## config.mk

```make
export PLATFORM = sky130hd
export DESIGN_NAME = wb_xfer_top
export DESIGN_NICKNAME = d
export VERILOG_FILES = /design/src/source/wb_xfer_pkg.sv /design/src/source/wb_bus_pkg.sv /design/src/source/wb_bus_if.sv /design/src/source/wb_xfer_top.sv /design/src/source/wb_sram_slave.sv /design/src/source/wb_single_master.sv /design/src/source/wb_xfer_ctrl.sv
export SDC_FILE = /design/constraint.sdc
export NUM_CORES = 2
export LEC_CHECK = 0
export CAP_MARGIN = 15
export CORE_ASPECT_RATIO = 1.2
export CORE_UTILIZATION = 55
export CTS_CLUSTER_DIAMETER = 30
export DETAILED_ROUTE_END_ITERATION = 10
export DONT_BUFFER_PORTS = 1
export PLACE_DENSITY_LB_ADDON = 0.12
export SLEW_MARGIN = 0
export SYNTH_ARGS = -nofsm -noshare
export SYNTH_HDL_FRONTEND = slang
export SYNTH_HIERARCHICAL = 1
export SYNTH_SLANG_ARGS = --single-unit
```

## constraint.sdc

```tcl
create_clock -name clk_i -period 9.15 [get_ports clk_i]
set_input_delay 1.83 -clock clk_i [delete_from_list [all_inputs] [get_ports clk_i]]
set_output_delay 1.83 -clock clk_i [all_outputs]
set_load 0.02 [all_outputs]
```

## src/source/wb_xfer_pkg.sv

```systemverilog
// ----------------------------------------------------------------------
// State encodings for the transfer control FSM and the memory slave.
// ----------------------------------------------------------------------
package wb_xfer_pkg;

   // Master control states.
   typedef enum logic [1:0] {
      XFER_IDLE   = 2'd0,  // No cycle on the bus.
      XFER_STROBE = 2'd1,  // CYC and STB high.
      XFER_WAIT   = 2'd2   // CYC high, STB low, pipelined mode only.
   } xfer_state_e;

   // Slave response states.
   typedef enum logic [1:0] {
      SLV_IDLE  = 2'd0,    // Waiting for a request.
      SLV_DELAY = 2'd1,    // Counting wait states.
      SLV_RESP  = 2'd2     // One cycle of ack or err.
   } slv_state_e;

endpackage : wb_xfer_pkg

```

## src/source/wb_bus_pkg.sv

```systemverilog
// ----------------------------------------------------------------------
// Bus geometry shared by the master, the slave and the bus interface.
// ----------------------------------------------------------------------
package wb_bus_pkg;

   // Address and data widths of the Wishbone bus.
   parameter int ADR_W = 8;   // Byte-free word address.
   parameter int DAT_W = 32;  // One data word per transfer.

   // A word address on the bus.
   typedef logic [ADR_W-1:0] adr_t;

   // A data word, used for both write and read data.
   typedef logic [DAT_W-1:0] dat_t;

endpackage : wb_bus_pkg
```

## src/source/wb_bus_if.sv

```systemverilog
// ----------------------------------------------------------------------
// Point-to-point Wishbone bus between the single master and the slave.
// ----------------------------------------------------------------------
interface wb_bus_if;
   import wb_bus_pkg::*;

   logic cyc;    // Bus cycle in progress.
   logic stb;    // Request strobe.
   logic we;     // Write enable, high for writes.
   adr_t adr;    // Word address.
   dat_t dat_w;  // Master to slave data.
   dat_t dat_r;  // Slave to master data.
   logic ack;    // Normal termination.
   logic err;    // Error termination.

   // Cycle control side of the master.
   modport ctrl (
      output cyc, stb, we,
      input  ack, err
   );

   // Address and data side of the master.
   modport data (
      output adr, dat_w,
      input  dat_r
   );

   // Memory slave.
   modport slave (
      input  cyc, stb, we, adr, dat_w,
      output dat_r, ack, err
   );

endinterface : wb_bus_if

```

## src/source/wb_xfer_top.sv

```systemverilog
module wb_xfer_top #(
   parameter int PIPED       = 1,          // Strobe style of the master.
   parameter int WAIT_STATES = 2,          // Slave latency in wait states.
   parameter int MEM_DEPTH   = 64          // Slave memory size in words.
) (
   input  logic             clk_i,
   input  logic             rst_i,
   input  logic             read_i,        // One-cycle read command.
   input  logic             write_i,       // One-cycle write command.
   input  wb_bus_pkg::adr_t adr_i,
   input  wb_bus_pkg::dat_t dat_i,
   output wb_bus_pkg::dat_t dat_o,
   output logic             busy_o,
   output logic             done_o,
   output logic             fail_o
);

   // ------------------------------------------------------------------
   // Internal bus.
   // ------------------------------------------------------------------
   wb_bus_if bus ();

   // Master with its control block.
   wb_single_master #(
      .PIPED      (PIPED)
   ) u_master (
      .clk_i      (clk_i),
      .rst_i      (rst_i),
      .read_i     (read_i),
      .write_i    (write_i),
      .adr_i      (adr_i),
      .dat_i      (dat_i),
      .dat_o      (dat_o),
      .busy_o     (busy_o),
      .done_o     (done_o),
      .fail_o     (fail_o),
      .ctrl_bus_o (bus.ctrl),
      .data_bus_o (bus.data)
   );

   // Memory slave.
   wb_sram_slave #(
      .WAIT_STATES (WAIT_STATES),
      .MEM_DEPTH   (MEM_DEPTH)
   ) u_slave (
      .clk_i       (clk_i),
      .rst_i       (rst_i),
      .bus_i       (bus.slave)
   );

endmodule : wb_xfer_top

```

## src/source/wb_sram_slave.sv

```systemverilog
module wb_sram_slave #(
   parameter int WAIT_STATES = 2,          // Cycles between accept and response.
   parameter int MEM_DEPTH   = 64          // Words; higher addresses give err.
) (
   input  logic     clk_i,
   input  logic     rst_i,
   wb_bus_if.slave  bus_i
);
   import wb_bus_pkg::*;
   import wb_xfer_pkg::*;

   // ------------------------------------------------------------------
   // Sizes.
   // ------------------------------------------------------------------
   localparam int IDX_W = (MEM_DEPTH > 1) ? $clog2(MEM_DEPTH) : 1;
   localparam int CNT_W = (WAIT_STATES > 1) ? $clog2(WAIT_STATES) : 1;
   localparam logic [CNT_W-1:0] CNT_LAST = CNT_W'((WAIT_STATES > 0) ? WAIT_STATES - 1 : 0);

   // ------------------------------------------------------------------
   // Internal signals.
   // ------------------------------------------------------------------
   dat_t             mem [MEM_DEPTH];      // Storage.
   slv_state_e       state_q;
   logic [CNT_W-1:0] cnt_q;                // Wait-state counter.
   adr_t             adr_q;                // Recorded request.
   logic             we_q;
   dat_t             dat_q;
   logic             bad_q;                // Address out of range.
   logic [IDX_W-1:0] idx;                  // Memory index.
   logic             req;                  // Request seen on the bus.
   logic             take;                 // Request accepted this edge.
   logic             resp;                 // Response cycle.

   assign req  = bus_i.cyc && bus_i.stb;
   assign take = (state_q == SLV_IDLE) && req;  // Only accept while idle.
   assign resp = (state_q == SLV_RESP);
   assign idx  = adr_q[IDX_W-1:0];

   // ------------------------------------------------------------------
   // Response FSM.
   // ------------------------------------------------------------------
   always_ff @(posedge clk_i) begin
      if (rst_i) begin
         state_q <= SLV_IDLE;
         cnt_q   <= '0;
      end else begin
         case (state_q)
            SLV_IDLE: begin
               cnt_q <= '0;
               if (req) begin
                  state_q <= (WAIT_STATES == 0) ? SLV_RESP : SLV_DELAY;
               end
            end
            SLV_DELAY: begin
               if (cnt_q == CNT_LAST) begin
                  state_q <= SLV_RESP;     // Last wait state done.
               end else begin
                  cnt_q <= cnt_q + 1'b1;
               end
            end
            SLV_RESP: state_q <= SLV_IDLE; // Exactly one response cycle.
            default:  state_q <= SLV_IDLE;
         endcase
      end
   end

   // Request record, taken on the accept edge.
   always_ff @(posedge clk_i) begin
      if (take) begin
         adr_q <= bus_i.adr;
         we_q  <= bus_i.we;
         dat_q <= bus_i.dat_w;
         bad_q <= (int'(bus_i.adr) >= MEM_DEPTH);
      end
   end

   // Write lands at the end of the ack cycle. Error requests write nothing.
   always_ff @(posedge clk_i) begin
      if (resp && we_q && !bad_q) begin
         mem[idx] <= dat_q;
      end
   end

   // ------------------------------------------------------------------
   // Bus outputs.
   // ------------------------------------------------------------------
   assign bus_i.ack   = resp && !bad_q;
   assign bus_i.err   = resp && bad_q;
   assign bus_i.dat_r = (resp && !bad_q) ? mem[idx] : '0;  // Zero outside ack.

endmodule : wb_sram_slave

```

## src/source/wb_single_master.sv

```systemverilog
module wb_single_master #(
   parameter int PIPED = 1                 // Strobe style, passed to the control block.
) (
   input  logic             clk_i,
   input  logic             rst_i,
   input  logic             read_i,
   input  logic             write_i,
   input  wb_bus_pkg::adr_t adr_i,         // Valid with the command pulse.
   input  wb_bus_pkg::dat_t dat_i,         // Write data, valid with the command.
   output wb_bus_pkg::dat_t dat_o,         // Last successful read word.
   output logic             busy_o,
   output logic             done_o,
   output logic             fail_o,
   wb_bus_if.ctrl           ctrl_bus_o,
   wb_bus_if.data           data_bus_o
);
   import wb_bus_pkg::*;

   // ------------------------------------------------------------------
   // Internal signals.
   // ------------------------------------------------------------------
   logic accept;                           // Command taken.
   logic capture;                          // Read data to load.
   adr_t adr_q;                            // Address for the current cycle.
   dat_t wdat_q;                           // Write data for the current cycle.
   dat_t rdat_q;                           // Read data register.

   // Cycle control.
   wb_xfer_ctrl #(
      .PIPED     (PIPED)
   ) u_ctrl (
      .clk_i     (clk_i),
      .rst_i     (rst_i),
      .read_i    (read_i),
      .write_i   (write_i),
      .bus_o     (ctrl_bus_o),
      .accept_o  (accept),
      .capture_o (capture),
      .busy_o    (busy_o),
      .done_o    (done_o),
      .fail_o    (fail_o)
   );

   // ------------------------------------------------------------------
   // Command latch. Held for the whole bus cycle.
   // ------------------------------------------------------------------
   always_ff @(posedge clk_i) begin
      if (accept) begin
         adr_q  <= adr_i;
         wdat_q <= dat_i;                  // Harmless for reads.
      end
   end

   assign data_bus_o.adr   = adr_q;
   assign data_bus_o.dat_w = wdat_q;

   // ------------------------------------------------------------------
   // Read data register.
   // ------------------------------------------------------------------
   // Loads on the ack edge so the word shows together with done.
   always_ff @(posedge clk_i) begin
      if (rst_i) begin
         rdat_q <= '0;
      end else if (capture) begin
         rdat_q <= data_bus_o.dat_r;
      end
   end

   assign dat_o = rdat_q;                  // Writes and failures leave it alone.

endmodule : wb_single_master

```

## src/source/wb_xfer_ctrl.sv

```systemverilog
module wb_xfer_ctrl #(
   parameter int PIPED = 1                 // 1: one STB per transfer, 0: hold STB to ACK.
) (
   input  logic    clk_i,
   input  logic    rst_i,
   input  logic    read_i,                 // One-cycle read command.
   input  logic    write_i,                // One-cycle write command.
   wb_bus_if.ctrl  bus_o,
   output logic    accept_o,               // Command taken this cycle.
   output logic    capture_o,              // Read data valid on the bus.
   output logic    busy_o,
   output logic    done_o,
   output logic    fail_o
);
   import wb_xfer_pkg::*;

   // ------------------------------------------------------------------
   // Internal signals.
   // ------------------------------------------------------------------
   xfer_state_e state_q;                   // Current control state.
   xfer_state_e state_d;                   // Next control state.
   logic        we_q;                      // Registered write enable.
   logic        done_q;                    // Done pulse register.
   logic        fail_q;                    // Fail pulse register.
   logic        cmd;                       // Any command present.
   logic        req_out;                   // Own request outstanding.
   logic        rsp_ack;                   // Filtered acknowledge.
   logic        rsp_err;                   // Filtered error.
   logic        rsp;                       // Cycle terminates this edge.

   assign cmd     = read_i || write_i;

   // Only count a response while our own request is on the bus.
   assign req_out = (state_q == XFER_STROBE) || (state_q == XFER_WAIT);
   assign rsp_err = req_out && bus_o.err;  // Error takes precedence.
   assign rsp_ack = req_out && bus_o.ack && !bus_o.err;
   assign rsp     = rsp_ack || rsp_err;

   // ------------------------------------------------------------------
   // Next-state logic.
   // ------------------------------------------------------------------
   always_comb begin
      state_d = state_q;
      case (state_q)
         XFER_IDLE: begin
            if (cmd) begin
               state_d = XFER_STROBE;      // CYC and STB rise after this edge.
            end
         end
         XFER_STROBE: begin
            if (rsp) begin
               state_d = XFER_IDLE;        // Response already in.
            end else if (PIPED != 0) begin
               state_d = XFER_WAIT;        // Strobe only once.
            end
         end
         XFER_WAIT: begin
            if (rsp) begin
               state_d = XFER_IDLE;
            end
         end
         default: state_d = XFER_IDLE;
      endcase
   end

   // ------------------------------------------------------------------
   // State, write enable and result registers.
   // ------------------------------------------------------------------
   always_ff @(posedge clk_i) begin
      if (rst_i) begin
         state_q <= XFER_IDLE;
         we_q    <= 1'b0;
         done_q  <= 1'b0;
         fail_q  <= 1'b0;
      end else begin
         state_q <= state_d;
         done_q  <= rsp_ack;               // One-cycle pulse after the ack edge.
         fail_q  <= rsp_err;               // One-cycle pulse after the err edge.
         if (accept_o) begin
            we_q <= write_i && !read_i;    // Read wins over write.
         end else if (rsp) begin
            we_q <= 1'b0;                  // Keep WE low between cycles.
         end
      end
   end

   // Bus control outputs decode straight from the state flops.
   assign bus_o.cyc = req_out;
   assign bus_o.stb = (state_q == XFER_STROBE);
   assign bus_o.we  = we_q;

   // Strobes for the datapath.
   assign accept_o  = (state_q == XFER_IDLE) && cmd;
   assign capture_o = rsp_ack && !we_q;    // Acknowledged read only.

   // Status outputs.
   assign busy_o    = req_out;             // Commands are ignored while high.
   assign done_o    = done_q;
   assign fail_o    = fail_q;

endmodule : wb_xfer_ctrl

```

# After elaboration in Yosys (flattened, before gate mapping)
# Memory sizes are Yosys's and may differ from the RTL's. A register that Yosys moved wholly into a read port is not among the register bits.
# Index checks and enable logic that the tools add are counted.
[totals] regBits=88 ramBits=2048 inputBits=44 output_inout_bits=35 n_memories=1
[memory_table] name="u_slave.mem" words=64 word_bits=32 read_ports=1 rd_clocked_by_memory_dff=1 write_ports=1 line="wb_sram_slave.sv:22" source="dat_t mem [MEM_DEPTH];"
[classes] addsub=1 magnitude_cmp=1 eq_ne=8 muxes=13 reduce_logical=25
[op_table] cell="1-bit logical AND" count=12
[op_table] cell="2-bit two-way mux" count=5
[op_table] cell="8-bit by 7-bit >= comparator with 1-bit output (second input constant)" count=1
[op_table] cell="2-bit one-hot mux with 3 select lines" count=1
[op_table] cell="1-bit two-way mux" count=5
[op_table] cell="2-bit by 1-bit equality test with 1-bit output (second input constant)" count=2
[op_table] cell="2-bit equality test (second input constant)" count=2
[op_table] cell="1-bit logical NOT" count=4
[op_table] cell="2-bit logical NOT" count=2
[op_table] cell="2-bit by 1-bit inequality test with 1-bit output (second input constant)" count=2
[op_table] cell="2-bit inequality test (second input constant)" count=2
[op_table] cell="2-bit one-hot mux with 2 select lines" count=1
[op_table] cell="2-bit AND reduction" count=2
[op_table] cell="2-bit nonzero test" count=2
[op_table] cell="1-bit logical OR" count=3
[op_table] cell="1-bit one-hot mux with 2 select lines" count=1
[op_table] cell="1-bit adder (second input constant)" count=1

# Longest topological paths before layout
[depth] word_depth=7 depth_mapped=12 depth_no_buf=8

# Cells and area by module
# The synthesis kept the hierarchy.
[by_module_without_submodules] mod="wb_sram_slave" n_inst=1 cells_each=3368 area_each_um2=80053.0 seq_area_each_um2=62880.3
[by_module_without_submodules] mod="wb_single_master" n_inst=1 cells_each=143 area_each_um2=2364.8 seq_area_each_um2=1841.8
[by_module_without_submodules] mod="wb_xfer_ctrl" n_inst=1 cells_each=28 area_each_um2=259.0 seq_area_each_um2=100.1

# Least setup slack after synthesis
# OpenSTA, ideal clock, no wires.
[synth_timing] path_type="register to register" start="register u_master.u_ctrl.state_q[1]" end="register with a tool-made name" arrival_ps=4522 setup_slack_ps=4555 path_stages_with_launch=6 synth_period_minus_slack_ps=4595 path_cell_list="dfxtp_1 -> inv_1 -> ha_1 -> nand2_1 -> nor3_1 -> mux2_2"
[synth_lines] item="from (decl)" line="wb_xfer_ctrl.sv:20" source="xfer_state_e state_q;"
[synth_lines] item="from (signal assigned)" line="wb_xfer_ctrl.sv:76" source="state_q <= state_d;"

==> results.yml <==
final_layout:
  drive_gt1_share_pct: 34.0
  syn2layout_area_growth_pct: 18.9
  fin_util_pct: 66.0
  final_nets: 3907
grt:
  grt.overflow.total: 0
  antenna_found_initial: 5
  grt_usage_pct: 28.7
  grt_pass1_wl_um: 302000
  grt_pass1_vias: 41600
  grt_max_degree: 120
timing:
  fmaxAchievable_mhz: 235
  tightest_slew_ns: 1.22
  slew_violations: 0
  finalCritPeriodShare_pct: 46.4
  period_needed_ns: 4.25
  skew_ns: 0.0513
  setup_viol: 0
  hold_viol: 0
  fin_tns_setup_ns: 0
  rsz0062_at_grt: "no"
  relSlewSlack_pct: 18.4
status:
  violations: "design-rule violations"
  run_status: "finished with violations"
power:
  total_power_mw: 27.1
  p_leak_nw: 31.4
  power_density_nw_per_um2: 276
  ir_drop_v: 0.000234
setup_path:
  cp_data_arrival_time_ns: 5.06
  crit_path_start_kind: "flop"
  critPathMaxStageDelay_ns: 0.85
  crit_chain: "buf_4 > buf_4 > mux4_2 > mux2i_1 > nor2_1 > a21oi_1 > a31oi_1 > mux2i_1 > nor2_1"
  cp_slowest_cell: "buf_4"
  worst-path-buf-inv: 2
  critPathKind: "flop to flop"
  end_kind: "flop"
  cp_top_family: "buffers and inverters"
  required_ns: 9.96
  worst-path-max-fanout: 59
routing:
  viasPerCell: 6.51
  dr.pass1.iters: 8
  drt_iter0_markers: 5332
  postRouteAntennaNets: 0
  vias: 39900
  wl_um: 213000
  drc: 2
  wire_per_inst_um: 34.8
cts:
  cts_hold_buf: 0
  cts_buffers: 372
  worstSkewPairLatency_ns: 0.94
  post_cts_buffers: 0
  cts_tree: "built"
  numClockSinks: 2174
  path_clk_slew_ns: 0.05
  root_buffer: "clkbuf_16"
  cts_resized: 0
  htreeDepth: 5
  clockBufferDepth: 4
synthesis:
  ys_warn_count: 6
  seq_area_frac_synth_pct: 78.4
  ys_ff_latch: 2174
  synthTopCellsByArea: "edfxtp_1 77%, mux4_2 15%, mux2i_1 1.8%"
  syn_area_um2: 82700
  synth_edf_count: 2128
  yosysUniqueCellTypes: 55
  syn_inst: 3539
  avgSynthCellArea_um2: 23.4
  syn_nets: 3586
  synthArstFlopShare_pct: 0
  synth_common_cells: "2128 x edfxtp_1, 560 x mux4_2, 150 x mux2i_1"
  synth_top_flop_cell: "edfxtp_1"
  yosysTopAreaCell: "edfxtp_1"
  synth_top_area_share_pct: 77.3
  yosysMostFrequentCell: "edfxtp_1"
placed_design:
  gp_congestion: 0.821
  port_buffers: 0
  dp.final_hpwl_um: 109000
floorplanning:
  die-area_um2: 152000
  num_io_pins: 79
  rows: 155
  die_w_um: 356
  coreArea_um2: 149000
  start_util_pct: 55.5
  die_y_um: 427
flow_run:
  drv_cap: 0
hold_path:
  min_path_type: "flop to flop"
-- cells by family after synthesis --
family	synth area share (%)
flip-flops	78.4
multiplexers	17.4
AND/OR/NAND/NOR	1.52
buffers and inverters	1.38
AO/OA/AOI/OAI	1.23
adder cells (fa/ha/maj)	0.0454
-- per-layer routing --
layer | GRT usage, % | vias up | wire, µm
met5 | 0 | - | 13
met4 | 10.6 | 2 | 7210
met3 | 6.48 | 405 | 19500
met2 | 46.7 | 2140 | 106000
met1 | 38.3 | 21500 | 79800
li1 | - | 15900 | -
-- flip-flops by register name, indices dropped and copies added, names as in the netlist, 2 cells and up, named ones only --
name / count
u_master/data_bus_o.adr: 8
u_master/dat_o: 32
u_master/u_ctrl/state_q: 2
u_master/data_bus_o.dat_w: 32
u_slave/adr_q: 6
u_slave/mem: 2048
u_slave/dat_q: 32
u_slave/state_q: 2
-- power breakdown --
group          switching, mW  internal [mW]  leakage [nW]
clock network           4.87           9.04          6.07
logic                   1.16          0.878          5.83
registers             0.0862           11.1          19.5
total                   6.12           21.0          31.4
-- stage by stage --
stage                     instances  hold slack [ns]  area, µm²  worst slack (ns)
after floorplan                3539            0.400      82700              4.55
after global placement         5448            0.403      85600              5.02
after detailed placement       5448            0.405      85600              4.93
after CTS                      6120            0.416      98300              4.92
after global routing           6120            0.422      98300              4.56
final                          6122            0.404      98300              4.90
-- cell type report --
class	count	area, µm²
Multi-Input combinational cell	1179	17200
Fill cell	9406	50700
Timing Repair Buffer	129	1060
Tap cell	1962	2450
Sequential cell	2174	64800
Inverter	4	16.3
Antenna cell	2	5.00
Clock buffer	412	9690
Clock inverter	260	3000
-- placed cells by master (no fill, tap or decap), types with 10 or more instances in the layout --
cell type,synthesis,final
edfxtp_1,2128,2128
mux4_2,560,560
clkbuf_16,0,381
mux2i_1,150,150
buf_4,57,122
nand2_1,88,88
nor2_1,134,68
nor2_4,0,65
clkinvlp_4,0,55
inv_6,0,52
bufinv_16,0,47
dfxtp_1,46,41
clkinv_2,0,40
clkbuf_1,43,27
a22oi_1,27,27
o22ai_1,26,26
clkinv_1,1,25
mux2_2,25,25
a21oi_1,24,24
clkinv_4,0,23
nand3_1,16,16
inv_8,0,13
o21ai_0,10,10
-- path summary, 6_finish.rpt --
kind                                                    from                  to  slack [ns]  cells after the start
worst max register to register                          flop  u_master/dat_o[27]        4.90                      9
worst min register to register  u_master/data_bus_o.dat_w[6]    u_slave/dat_q[6]        0.40                      0
worst max-delay path                                    flop  u_master/dat_o[27]        4.90                      9
worst min-delay path            u_master/data_bus_o.dat_w[6]    u_slave/dat_q[6]        0.40                      0
Note: power is estimated with default switching activity, not from simulation.
